[src/hdl/branch_cfg_pkg.sv]
// Branch resolution configuration: widths, RV32I opcodes and flush policy
`default_nettype none

package branch_cfg_pkg;

    // Data and address width
    localparam int XLEN = 32;

    // Major opcodes of the control transfer instructions
    localparam logic [6:0] OPC_JAL    = 7'b1101111;
    localparam logic [6:0] OPC_JALR   = 7'b1100111;
    localparam logic [6:0] OPC_BRANCH = 7'b1100011;

    // Link registers ra and t0 per the calling convention hints
    localparam logic [4:0] REG_RA = 5'd1;
    localparam logic [4:0] REG_T0 = 5'd5;

    // Size of one instruction, for the link address
    localparam logic [XLEN-1:0] INSTR_BYTES = 4;

    // 1: flush only on a wrong prediction, 0: flush on every taken transfer
    localparam bit USE_PREDICTION = 1'b1;

    // Width of both miss counters
    localparam int MISS_COUNT_W = 16;

endpackage

`default_nettype wire
[src/hdl/branch_types_pkg.sv]
// Branch resolution types: instruction kind and the execute stage result
`default_nettype none

package branch_types_pkg;

    //////////////////////////////////////////////////
    // Instruction kind
    //////////////////////////////////////////////////

    // NONE marks anything that is not a control transfer
    typedef enum logic [1:0] {
        NONE = 2'd0,
        JAL  = 2'd1,
        JALR = 2'd2,
        COND = 2'd3
    } ctrl_kind_t;

    //////////////////////////////////////////////////
    // Execute stage result
    //////////////////////////////////////////////////

    typedef struct packed {
        // Set for one cycle per resolved instruction
        logic                               valid;
        logic                               taken;
        // Jump or branch destination, bit 0 already cleared
        logic [branch_cfg_pkg::XLEN-1:0]    target_pc;
        // Fall through address, pc plus 4
        logic [branch_cfg_pkg::XLEN-1:0]    link_pc;
        // Next pc that fetch went on with
        logic [branch_cfg_pkg::XLEN-1:0]    predicted_pc;
        // Return address stack hints
        logic                               is_call;
        logic                               is_return;
    } resolve_t;

endpackage

`default_nettype wire

[src/hdl/branch_ex_if.sv]
// Decode to execute bus carrying the decoded control transfer fields
`timescale 1ns/10ps
`default_nettype none

interface branch_ex_if;

    // Issue qualified by a kind other than NONE
    logic                               new_request;
    branch_types_pkg::ctrl_kind_t       kind;
    // Comparator output with the BNE, BGE and BGEU inversion applied
    logic                               cmp_result;
    logic [branch_cfg_pkg::XLEN-1:0]    target_pc;
    logic [branch_cfg_pkg::XLEN-1:0]    link_pc;
    logic [branch_cfg_pkg::XLEN-1:0]    predicted_pc;
    logic                               is_call;
    logic                               is_return;

    // Decode side
    modport dec (
        output new_request, kind, cmp_result,
        output target_pc, link_pc, predicted_pc,
        output is_call, is_return
    );

    // Execute side
    modport ex (
        input  new_request, kind, cmp_result,
        input  target_pc, link_pc, predicted_pc,
        input  is_call, is_return
    );

endinterface

`default_nettype wire

[src/hdl/branch_resolve_top.sv]
// Branch resolution top: decode, execute register and result check
`timescale 1ns/10ps
`default_nettype none

module branch_resolve_top (
    input  logic                                    clk,
    input  logic                                    rst,
    input  logic                                    issue,
    input  logic [31:0]                             instruction,
    input  logic [branch_cfg_pkg::XLEN-1:0]         pc,
    input  logic [branch_cfg_pkg::XLEN-1:0]         rs1_value,
    input  logic [branch_cfg_pkg::XLEN-1:0]         rs2_value,
    input  logic [branch_cfg_pkg::XLEN-1:0]         predicted_pc,
    output logic                                    resolve_valid,
    output logic                                    taken,
    output logic [branch_cfg_pkg::XLEN-1:0]         target_pc,
    output logic [branch_cfg_pkg::XLEN-1:0]         link_pc,
    output logic                                    flush,
    output logic                                    ras_push,
    output logic                                    ras_pop,
    output logic [branch_cfg_pkg::MISS_COUNT_W-1:0] branch_miss_count,
    output logic [branch_cfg_pkg::MISS_COUNT_W-1:0] return_miss_count
);

    branch_types_pkg::resolve_t resolved;

    // Decoded fields from decode to execute
    branch_ex_if ex_bus ();

    //////////////////////////////////////////////////
    // Pipeline
    //////////////////////////////////////////////////
    branch_decode i_decode (
        .instruction  (instruction),
        .pc           (pc),
        .rs1_value    (rs1_value),
        .rs2_value    (rs2_value),
        .predicted_pc (predicted_pc),
        .issue        (issue),
        .dec          (ex_bus.dec)
    );

    branch_execute i_execute (
        .clk          (clk),
        .rst          (rst),
        .ex           (ex_bus.ex),
        .resolved     (resolved)
    );

    branch_result i_result (
        .clk               (clk),
        .rst               (rst),
        .resolved          (resolved),
        .flush             (flush),
        .ras_push          (ras_push),
        .ras_pop           (ras_pop),
        .branch_miss_count (branch_miss_count),
        .return_miss_count (return_miss_count)
    );

    // Result fields out to plain ports
    assign resolve_valid = resolved.valid;
    assign taken         = resolved.taken;
    assign target_pc     = resolved.target_pc;
    assign link_pc       = resolved.link_pc;

endmodule

`default_nettype wire

[src/hdl/branch_result.sv]
// Branch result: misprediction check, flush, return stack strobes and miss counters
`timescale 1ns/10ps
`default_nettype none

module branch_result (
    input  logic                                    clk,
    input  logic                                    rst,
    input  branch_types_pkg::resolve_t              resolved,
    output logic                                    flush,
    output logic                                    ras_push,
    output logic                                    ras_pop,
    output logic [branch_cfg_pkg::MISS_COUNT_W-1:0] branch_miss_count,
    output logic [branch_cfg_pkg::MISS_COUNT_W-1:0] return_miss_count
);

    logic [branch_cfg_pkg::XLEN-1:0]            actual_pc;
    logic                                       mispredict;
    logic [branch_cfg_pkg::MISS_COUNT_W-1:0]    branch_miss_q;
    logic [branch_cfg_pkg::MISS_COUNT_W-1:0]    return_miss_q;

    //////////////////////////////////////////////////
    // Misprediction
    //////////////////////////////////////////////////
    assign actual_pc = resolved.taken ? resolved.target_pc : resolved.link_pc;

    // Bit 0 never takes part in the compare
    assign mispredict = resolved.valid &&
        (actual_pc[branch_cfg_pkg::XLEN-1:1] !=
         resolved.predicted_pc[branch_cfg_pkg::XLEN-1:1]);

    // Without prediction fetch always assumes fall through
    assign flush = branch_cfg_pkg::USE_PREDICTION ? mispredict
                                                  : (resolved.valid && resolved.taken);

    // Return stack strobes
    assign ras_push = resolved.valid && resolved.is_call;
    assign ras_pop  = resolved.valid && resolved.is_return;

    //////////////////////////////////////////////////
    // Miss counters
    //////////////////////////////////////////////////
    always_ff @(posedge clk) begin
        if (rst) begin
            branch_miss_q <= '0;
            return_miss_q <= '0;
        end else if (mispredict) begin
            if (resolved.is_return) begin
                return_miss_q <= return_miss_q + 1'b1;
            end else begin
                branch_miss_q <= branch_miss_q + 1'b1;
            end
        end
    end

    assign branch_miss_count = branch_miss_q;
    assign return_miss_count = return_miss_q;

endmodule

`default_nettype wire

[src/hdl/branch_execute.sv]
// Branch execute stage: holds one decoded instruction and resolves taken
`timescale 1ns/10ps
`default_nettype none

module branch_execute (
    input  logic                        clk,
    input  logic                        rst,
    branch_ex_if.ex                     ex,
    output branch_types_pkg::resolve_t  resolved
);

    logic                               valid_q;
    branch_types_pkg::ctrl_kind_t       kind_q;
    logic                               cmp_q;
    logic [branch_cfg_pkg::XLEN-1:0]    target_q;
    logic [branch_cfg_pkg::XLEN-1:0]    link_q;
    logic [branch_cfg_pkg::XLEN-1:0]    predicted_q;
    logic                               call_q;
    logic                               return_q;
    logic                               taken;

    //////////////////////////////////////////////////
    // Stage register
    //////////////////////////////////////////////////
    // Valid follows the request every cycle
    always_ff @(posedge clk) begin
        if (rst) begin
            valid_q <= 1'b0;
        end else begin
            valid_q <= ex.new_request;
        end
    end

    // Payload only loads on a request
    always_ff @(posedge clk) begin
        if (ex.new_request) begin
            kind_q      <= ex.kind;
            cmp_q       <= ex.cmp_result;
            target_q    <= ex.target_pc;
            link_q      <= ex.link_pc;
            predicted_q <= ex.predicted_pc;
            call_q      <= ex.is_call;
            return_q    <= ex.is_return;
        end
    end

    //////////////////////////////////////////////////
    // Taken
    //////////////////////////////////////////////////
    always_comb begin
        case (kind_q)
            branch_types_pkg::JAL,
            branch_types_pkg::JALR: taken = 1'b1;
            branch_types_pkg::COND: taken = cmp_q;
            default:                taken = 1'b0;
        endcase
    end

    always_comb begin
        resolved.valid        = valid_q;
        resolved.taken        = taken;
        resolved.target_pc    = target_q;
        resolved.link_pc      = link_q;
        resolved.predicted_pc = predicted_q;
        resolved.is_call      = call_q;
        resolved.is_return    = return_q;
    end

endmodule

`default_nettype wire

[src/hdl/branch_decode.sv]
// Branch decode: classifies the instruction, compares operands, forms target and link
`timescale 1ns/10ps
`default_nettype none

module branch_decode (
    input  logic [31:0]                         instruction,
    input  logic [branch_cfg_pkg::XLEN-1:0]     pc,
    input  logic [branch_cfg_pkg::XLEN-1:0]     rs1_value,
    input  logic [branch_cfg_pkg::XLEN-1:0]     rs2_value,
    input  logic [branch_cfg_pkg::XLEN-1:0]     predicted_pc,
    input  logic                                issue,
    branch_ex_if.dec                            dec
);

    logic [6:0]                         opcode;
    logic [2:0]                         funct3;
    logic [4:0]                         rd;
    logic [4:0]                         rs1_idx;
    logic [20:0]                        imm_j;
    logic [11:0]                        imm_i;
    logic [12:0]                        imm_b;
    logic [branch_cfg_pkg::XLEN-1:0]    offset;
    logic [branch_cfg_pkg::XLEN-1:0]    base;
    logic [branch_cfg_pkg::XLEN-1:0]    sum;
    logic signed [branch_cfg_pkg::XLEN:0] op_a;
    logic signed [branch_cfg_pkg::XLEN:0] op_b;
    logic                               less;
    logic                               equal;
    logic                               rd_link;
    logic                               rs1_link;
    branch_types_pkg::ctrl_kind_t       kind;

    assign opcode  = instruction[6:0];
    assign rd      = instruction[11:7];
    assign funct3  = instruction[14:12];
    assign rs1_idx = instruction[19:15];

    //////////////////////////////////////////////////
    // Classification
    //////////////////////////////////////////////////
    always_comb begin
        kind = branch_types_pkg::NONE;
        case (opcode)
            branch_cfg_pkg::OPC_JAL:    kind = branch_types_pkg::JAL;
            branch_cfg_pkg::OPC_JALR:   kind = branch_types_pkg::JALR;
            branch_cfg_pkg::OPC_BRANCH: begin
                // funct3 010 and 011 are reserved
                if (funct3[2:1] != 2'b01) begin
                    kind = branch_types_pkg::COND;
                end
            end
            default:                    kind = branch_types_pkg::NONE;
        endcase
    end

    //////////////////////////////////////////////////
    // Immediates and target
    //////////////////////////////////////////////////
    assign imm_j = {instruction[31], instruction[19:12], instruction[20],
                    instruction[30:21], 1'b0};
    assign imm_i = instruction[31:20];
    assign imm_b = {instruction[31], instruction[7], instruction[30:25],
                    instruction[11:8], 1'b0};

    always_comb begin
        case (kind)
            branch_types_pkg::JAL:  offset = {{(branch_cfg_pkg::XLEN-21){imm_j[20]}}, imm_j};
            branch_types_pkg::JALR: offset = {{(branch_cfg_pkg::XLEN-12){imm_i[11]}}, imm_i};
            default:                offset = {{(branch_cfg_pkg::XLEN-13){imm_b[12]}}, imm_b};
        endcase
    end

    // JALR is register relative, the rest pc relative
    assign base = (kind == branch_types_pkg::JALR) ? rs1_value : pc;
    assign sum  = base + offset;

    //////////////////////////////////////////////////
    // Comparator
    //////////////////////////////////////////////////
    // Extra top bit is the sign for BLT/BGE and zero for the unsigned pair
    assign op_a  = {~funct3[1] & rs1_value[branch_cfg_pkg::XLEN-1], rs1_value};
    assign op_b  = {~funct3[1] & rs2_value[branch_cfg_pkg::XLEN-1], rs2_value};
    assign less  = (op_a < op_b);
    assign equal = (rs1_value == rs2_value);

    // Stack hints
    assign rd_link  = (rd == branch_cfg_pkg::REG_RA) || (rd == branch_cfg_pkg::REG_T0);
    assign rs1_link = (rs1_idx == branch_cfg_pkg::REG_RA) || (rs1_idx == branch_cfg_pkg::REG_T0);

    // Outputs to execute
    assign dec.new_request  = issue && (kind != branch_types_pkg::NONE);
    assign dec.kind         = kind;
    assign dec.cmp_result   = (funct3[2] ? less : equal) ^ funct3[0];
    assign dec.target_pc    = {sum[branch_cfg_pkg::XLEN-1:1], 1'b0};
    assign dec.link_pc      = pc + branch_cfg_pkg::INSTR_BYTES;
    assign dec.predicted_pc = predicted_pc;
    assign dec.is_call      = ((kind == branch_types_pkg::JAL) ||
                               (kind == branch_types_pkg::JALR)) && rd_link;
    assign dec.is_return    = (kind == branch_types_pkg::JALR) && rs1_link && (rd == 5'd0);

endmodule

`default_nettype wire

[config.mk]
export PLATFORM = sky130hd
export DESIGN_NAME = branch_resolve_top
export DESIGN_NICKNAME = d
export VERILOG_FILES = /design/src/hdl/branch_cfg_pkg.sv /design/src/hdl/branch_types_pkg.sv /design/src/hdl/branch_ex_if.sv /design/src/hdl/branch_resolve_top.sv /design/src/hdl/branch_result.sv /design/src/hdl/branch_execute.sv /design/src/hdl/branch_decode.sv
export SDC_FILE = /design/constraint.sdc
export NUM_CORES = 1
export LEC_CHECK = 0
export BUFFER_PORTS_ARGS = -buffer_cell sky130_fd_sc_hd__clkbuf_2
export CORE_MARGIN = 2
export CORE_UTILIZATION = 51
export CTS_CLUSTER_SIZE = 20
export DETAILED_ROUTE_END_ITERATION = 16
export PLACE_DENSITY = 0.79
export SLEW_MARGIN = 5
export SYNTH_ARGS = -nofsm -noshare
export SYNTH_HDL_FRONTEND = slang
export SYNTH_SLANG_ARGS = --single-unit
[constraint.sdc]
create_clock -name clk -period 8.6 [get_ports clk]
set_input_delay 0.43 -clock clk [delete_from_list [all_inputs] [get_ports clk]]
set_output_delay 0.43 -clock clk [all_outputs]
set_load 0.05 [all_outputs]
==> flow_metrics.py <==
metrics = {
    "outcome": {
        "status": "finished clean",
    },
    "worst_setup_path": {
        "slowest_delay_ns": 0.49,
        "rr_endpoint": "i_result.return_miss_count[13]",
        "end_kind": "register",
        "cp.arrival_ns": 4.95,
        "crit_required_ns": 8.82,
        "worst_setup_path_start_kind": "input pin",
        "worst-path-max-fanout": 30,
        "rrSetupSlack_ns": 4.98,
        "rr_startpoint": "i_execute.kind_q[0]",
        "crit_chain": "clkbuf_2 > nor2b_1 > nand4_1 > or3_1 > inv_1 > ha_1 > buf_4 > mux2_2 > ha_1 > nand4_1 > nor2_1 > and3_1 > nand3_1 > a41oi_1 > a21oi_1 > o21ai_0 > xor2_1",
        "crit_end": "i_execute.target_q[29]",
        "cp-startpoint": "instruction[6]",
        "ff2ff_path_depth": 12,
        "crit_type": "in2reg",
        "cp_slowest_cell": "ha_1",
    },
    "timing": {
        "slew-limit-headroom_pct": 38.2,
        "hold_violations": 0,
        "clock_skew_ns": 0.0157,
        "drv_slew": 0,
        "period_share_pct": 55.0,
        "max_freq_ghz": 0.211,
        "setup_viol_count_final": 0,
        "tightest_slew_ns": 0.927,
        "rsz0062_at_grt": "false",
        "period_minus_slack_ns": 4.73,
        "setup-tns-final_ns": 0,
    },
    "power": {
        "sw_frac_of_total_pct": 27.0,
        "p_comb_share_pct": 17.9,
        "internal_power_mw": 1.22,
        "p_clk_share_pct": 40.0,
        "leakage_nw": 4.95,
        "p_seq_share_pct": 42.1,
        "vdd_drop_max_uv": 134,
        "switchingPower_mw": 0.451,
        "powerDensity_mw_per_mm2": 149,
    },
    "floorplanning": {
        "start_util_pct": 51.6,
        "die_height_um": 138,
        "die_x_um": 138,
        "core-area_mm2": 0.0178,
        "ios": 264,
        "num_rows": 49,
        "die-area_mm2": 0.0192,
    },
    "worst_hold_path": {
        "hold_start": "predicted_pc[26]",
        "hold_path_class": "in2reg",
        "hold_depth": 1,
    },
    "grt": {
        "grt_pass1_wl_mm": 40.9,
        "met1_usage_pct": 34.7,
        "grt_usage_pct": 27.0,
        "grt_busiest_layer": "met2",
        "grt_pass1_vias": 7758,
        "antenna_found_initial": 0,
        "gr-usage-met3_pct": 3.81,
        "grt_max_degree": 69,
        "grt-ovfl-total": 0,
        "met2_usage_pct": 47.2,
    },
    "job": {
        "drv_cap": 0,
    },
    "clocking": {
        "htree_levels": 4,
        "clk_latency_ns": 0.41,
        "postCtsSetupRepairBufs": 0,
        "path_clk_slew_ns": 0.06,
        "cts.sinks": 132,
        "ctsLongestPathBuffers": 2,
        "cts_resized": 0,
        "cts_tree": "yes",
        "cts_buffers": 17,
        "postCtsHoldBufs": 0,
        "cts_root_buf": "clkbuf_16",
    },
    "logic_synthesis": {
        "synth_warnings": 0,
        "synth_top_cell_by_area": "edfxtp_1",
        "ys_seq_area_share_pct": 39.4,
        "syn_area_mm2": 0.00921,
        "synthTopCellsByArea": "edfxtp_1 32%, ha_1 9.6%, dfxtp_1 7.2%, mux2_2 4.8%, xnor2_1 4.4%",
        "async_flop_share_pct": 0,
        "synth_cell_types": 70,
        "synthCells": 952,
        "dominantRegCellSynth": "edfxtp_1",
        "synth_edf_count": 99,
        "syn_area_per_cell_um2": 9.68,
        "synth_top_area_share_pct": 32.3,
        "syn-num-nets": 1187,
        "synth_seq_cells": 132,
    },
    "final_layout": {
        "fin_util_pct": 62.9,
        "antenna_cells": 0,
        "final_cell_mix": "261 x clkbuf_2, 99 x edfxtp_1, 83 x inv_1",
        "drive_gt1_share_pct": 27.9,
        "final_cell_count_no_fill": 1447,
        "fillers": 1486,
        "syn2layout_area_growth_pct": 21.9,
        "layout_commonest_cell": "clkbuf_2",
        "final_nets": 1441,
    },
    "route": {
        "dr_total_vias": 8316,
        "drtIter0Drc": 504,
        "viasPerCell": 5.75,
        "route.detailed.drc": 0,
        "dr.pass1.iters": 5,
        "antenna_left": 0,
        "wl_per_cell_um": 18.4,
        "wl_mm": 26.6,
    },
    "place": {
        "dp_hpwl_mm": 21.5,
        "dpl.cell_count": 1416,
        "gp_congestion": 0.969,
        "portBuffers": 261,
    },
}
[power groups by stage]
| stage | Combinational [mW] | Clock [mW] | Sequential, mW |
|---|---|---|---|
| 2_1_floorplan | 0.178 | 0 | 0.730 |
| 3_3_place_gp | 0.289 | 0 | 0.718 |
| 3_5_place_dp | 0.294 | 0 | 0.718 |
| 4_1_cts | 0.296 | 0.677 | 0.705 |
| 5_1_grt | 0.329 | 0.709 | 0.705 |
| 6_report | 0.299 | 0.670 | 0.705 |
[cell families after synthesis]
logic type                 synth area share (%)
AOI/OAI and AO/OA                          14.6
muxes                                      6.48
adders and majority gates                  9.86
and+or+nand+nor                            16.3
DFF                                        39.4
other                                    0.0407
xor gates and xnor gates                   7.99
buffers and inverters                      5.22
[how the worst min path moves through the flow]
stage	endpoint	slack (ns)
6_report	i_execute.predicted_q[26]	0.20
5_1_grt	i_execute.predicted_q[9]	0.18
4_1_cts	i_execute.predicted_q[14]	0.18
3_5_place_dp	i_result.branch_miss_count[14]	0.49
3_3_place_gp	i_result.return_miss_count[11]	0.48
2_1_floorplan	i_execute.link_q[0]	0.53
[synth_stat cells, types with 3 or more instances]
library cell  number
nor3_1            16
nor2_1            53
o2111ai_1          4
a211oi_1           3
nand4_1           25
o21a_1             6
nand2_1           55
o211ai_1           5
o21bai_1           3
buf_4              3
clkbuf_1          20
o22ai_1            9
edfxtp_1          99
nor3b_1            3
nand3_1           37
ha_1              71
a221oi_1           4
xnor2_1           46
mux2_2            39
mux2i_1           12
nand2b_1          12
inv_1             83
a211o_1            3
and2_1             4
dfxtp_1           33
o31ai_1           10
or3_1              9
nor2b_1           23
o21ai_0           45
or4_1             11
and3_1            13
xor2_1            38
buf_6              3
o221ai_1           7
a21o_1            29
a21oi_1           59
nor4_1            16
nand3b_1           3
[critical path, delay by kind of cell]
kind | cells | cell delay, ns
buffers and inverters | 3 | 0.66
XOR/XNOR | 1 | 0.26
multiplexers | 1 | 0.39
AND/OR/NAND/NOR | 7 | 1.51
AO/OA/AOI/OAI | 3 | 0.74
adder cells (fa/ha/maj) | 2 | 0.93
[flip-flops by register name (all words and copies together), names as in the netlist]
register and count:
i_execute.valid_q 1, i_execute.cmp_q 1, i_result.branch_miss_count 16, i_execute.link_q 32, i_result.return_miss_count 16, i_execute.kind_q 2, i_execute.return_q 1, i_execute.predicted_q 31
i_execute.target_q 31, i_execute.call_q 1
[layer usage]
metal / up-vias / share of wire, % / wire length [µm]
met3: 31 / 6.1 / 1630
met5: - / 0 / 0
met1: 3942 / 42 / 11200
met4: 0 / 2.1 / 558
met2: 322 / 50 / 13200
li1: 4021 / - / -
[metrics by stage]
step | worst slack, ns | power [mW] | instance area, µm² | hold WS [ns]
6_report | 3.87 | 1.67 | 11200 | 0.196
5_1_grt | 3.47 | 1.74 | 11200 | 0.181
4_1_cts | 3.95 | 1.68 | 11200 | 0.179
3_5_place_dp | 3.52 | 1.01 | 10700 | 0.490
3_3_place_gp | 3.56 | 1.01 | 10700 | 0.480
2_1_floorplan | 2.39 | 0.908 | 9210 | 0.529
[final cells by class]
cell class	count	area (µm²)	share of cell area (%)
flip-flops and latches	132	3630	32.4
well taps	229	287	2.55
multi-input cells	707	5100	45.5
inverters	84	320	2.85
clock buffers	17	425	3.79
repair buffers	264	1330	11.8
clock inverters	14	129	1.15
No activity file was read; power rests on OpenSTA's default activity.
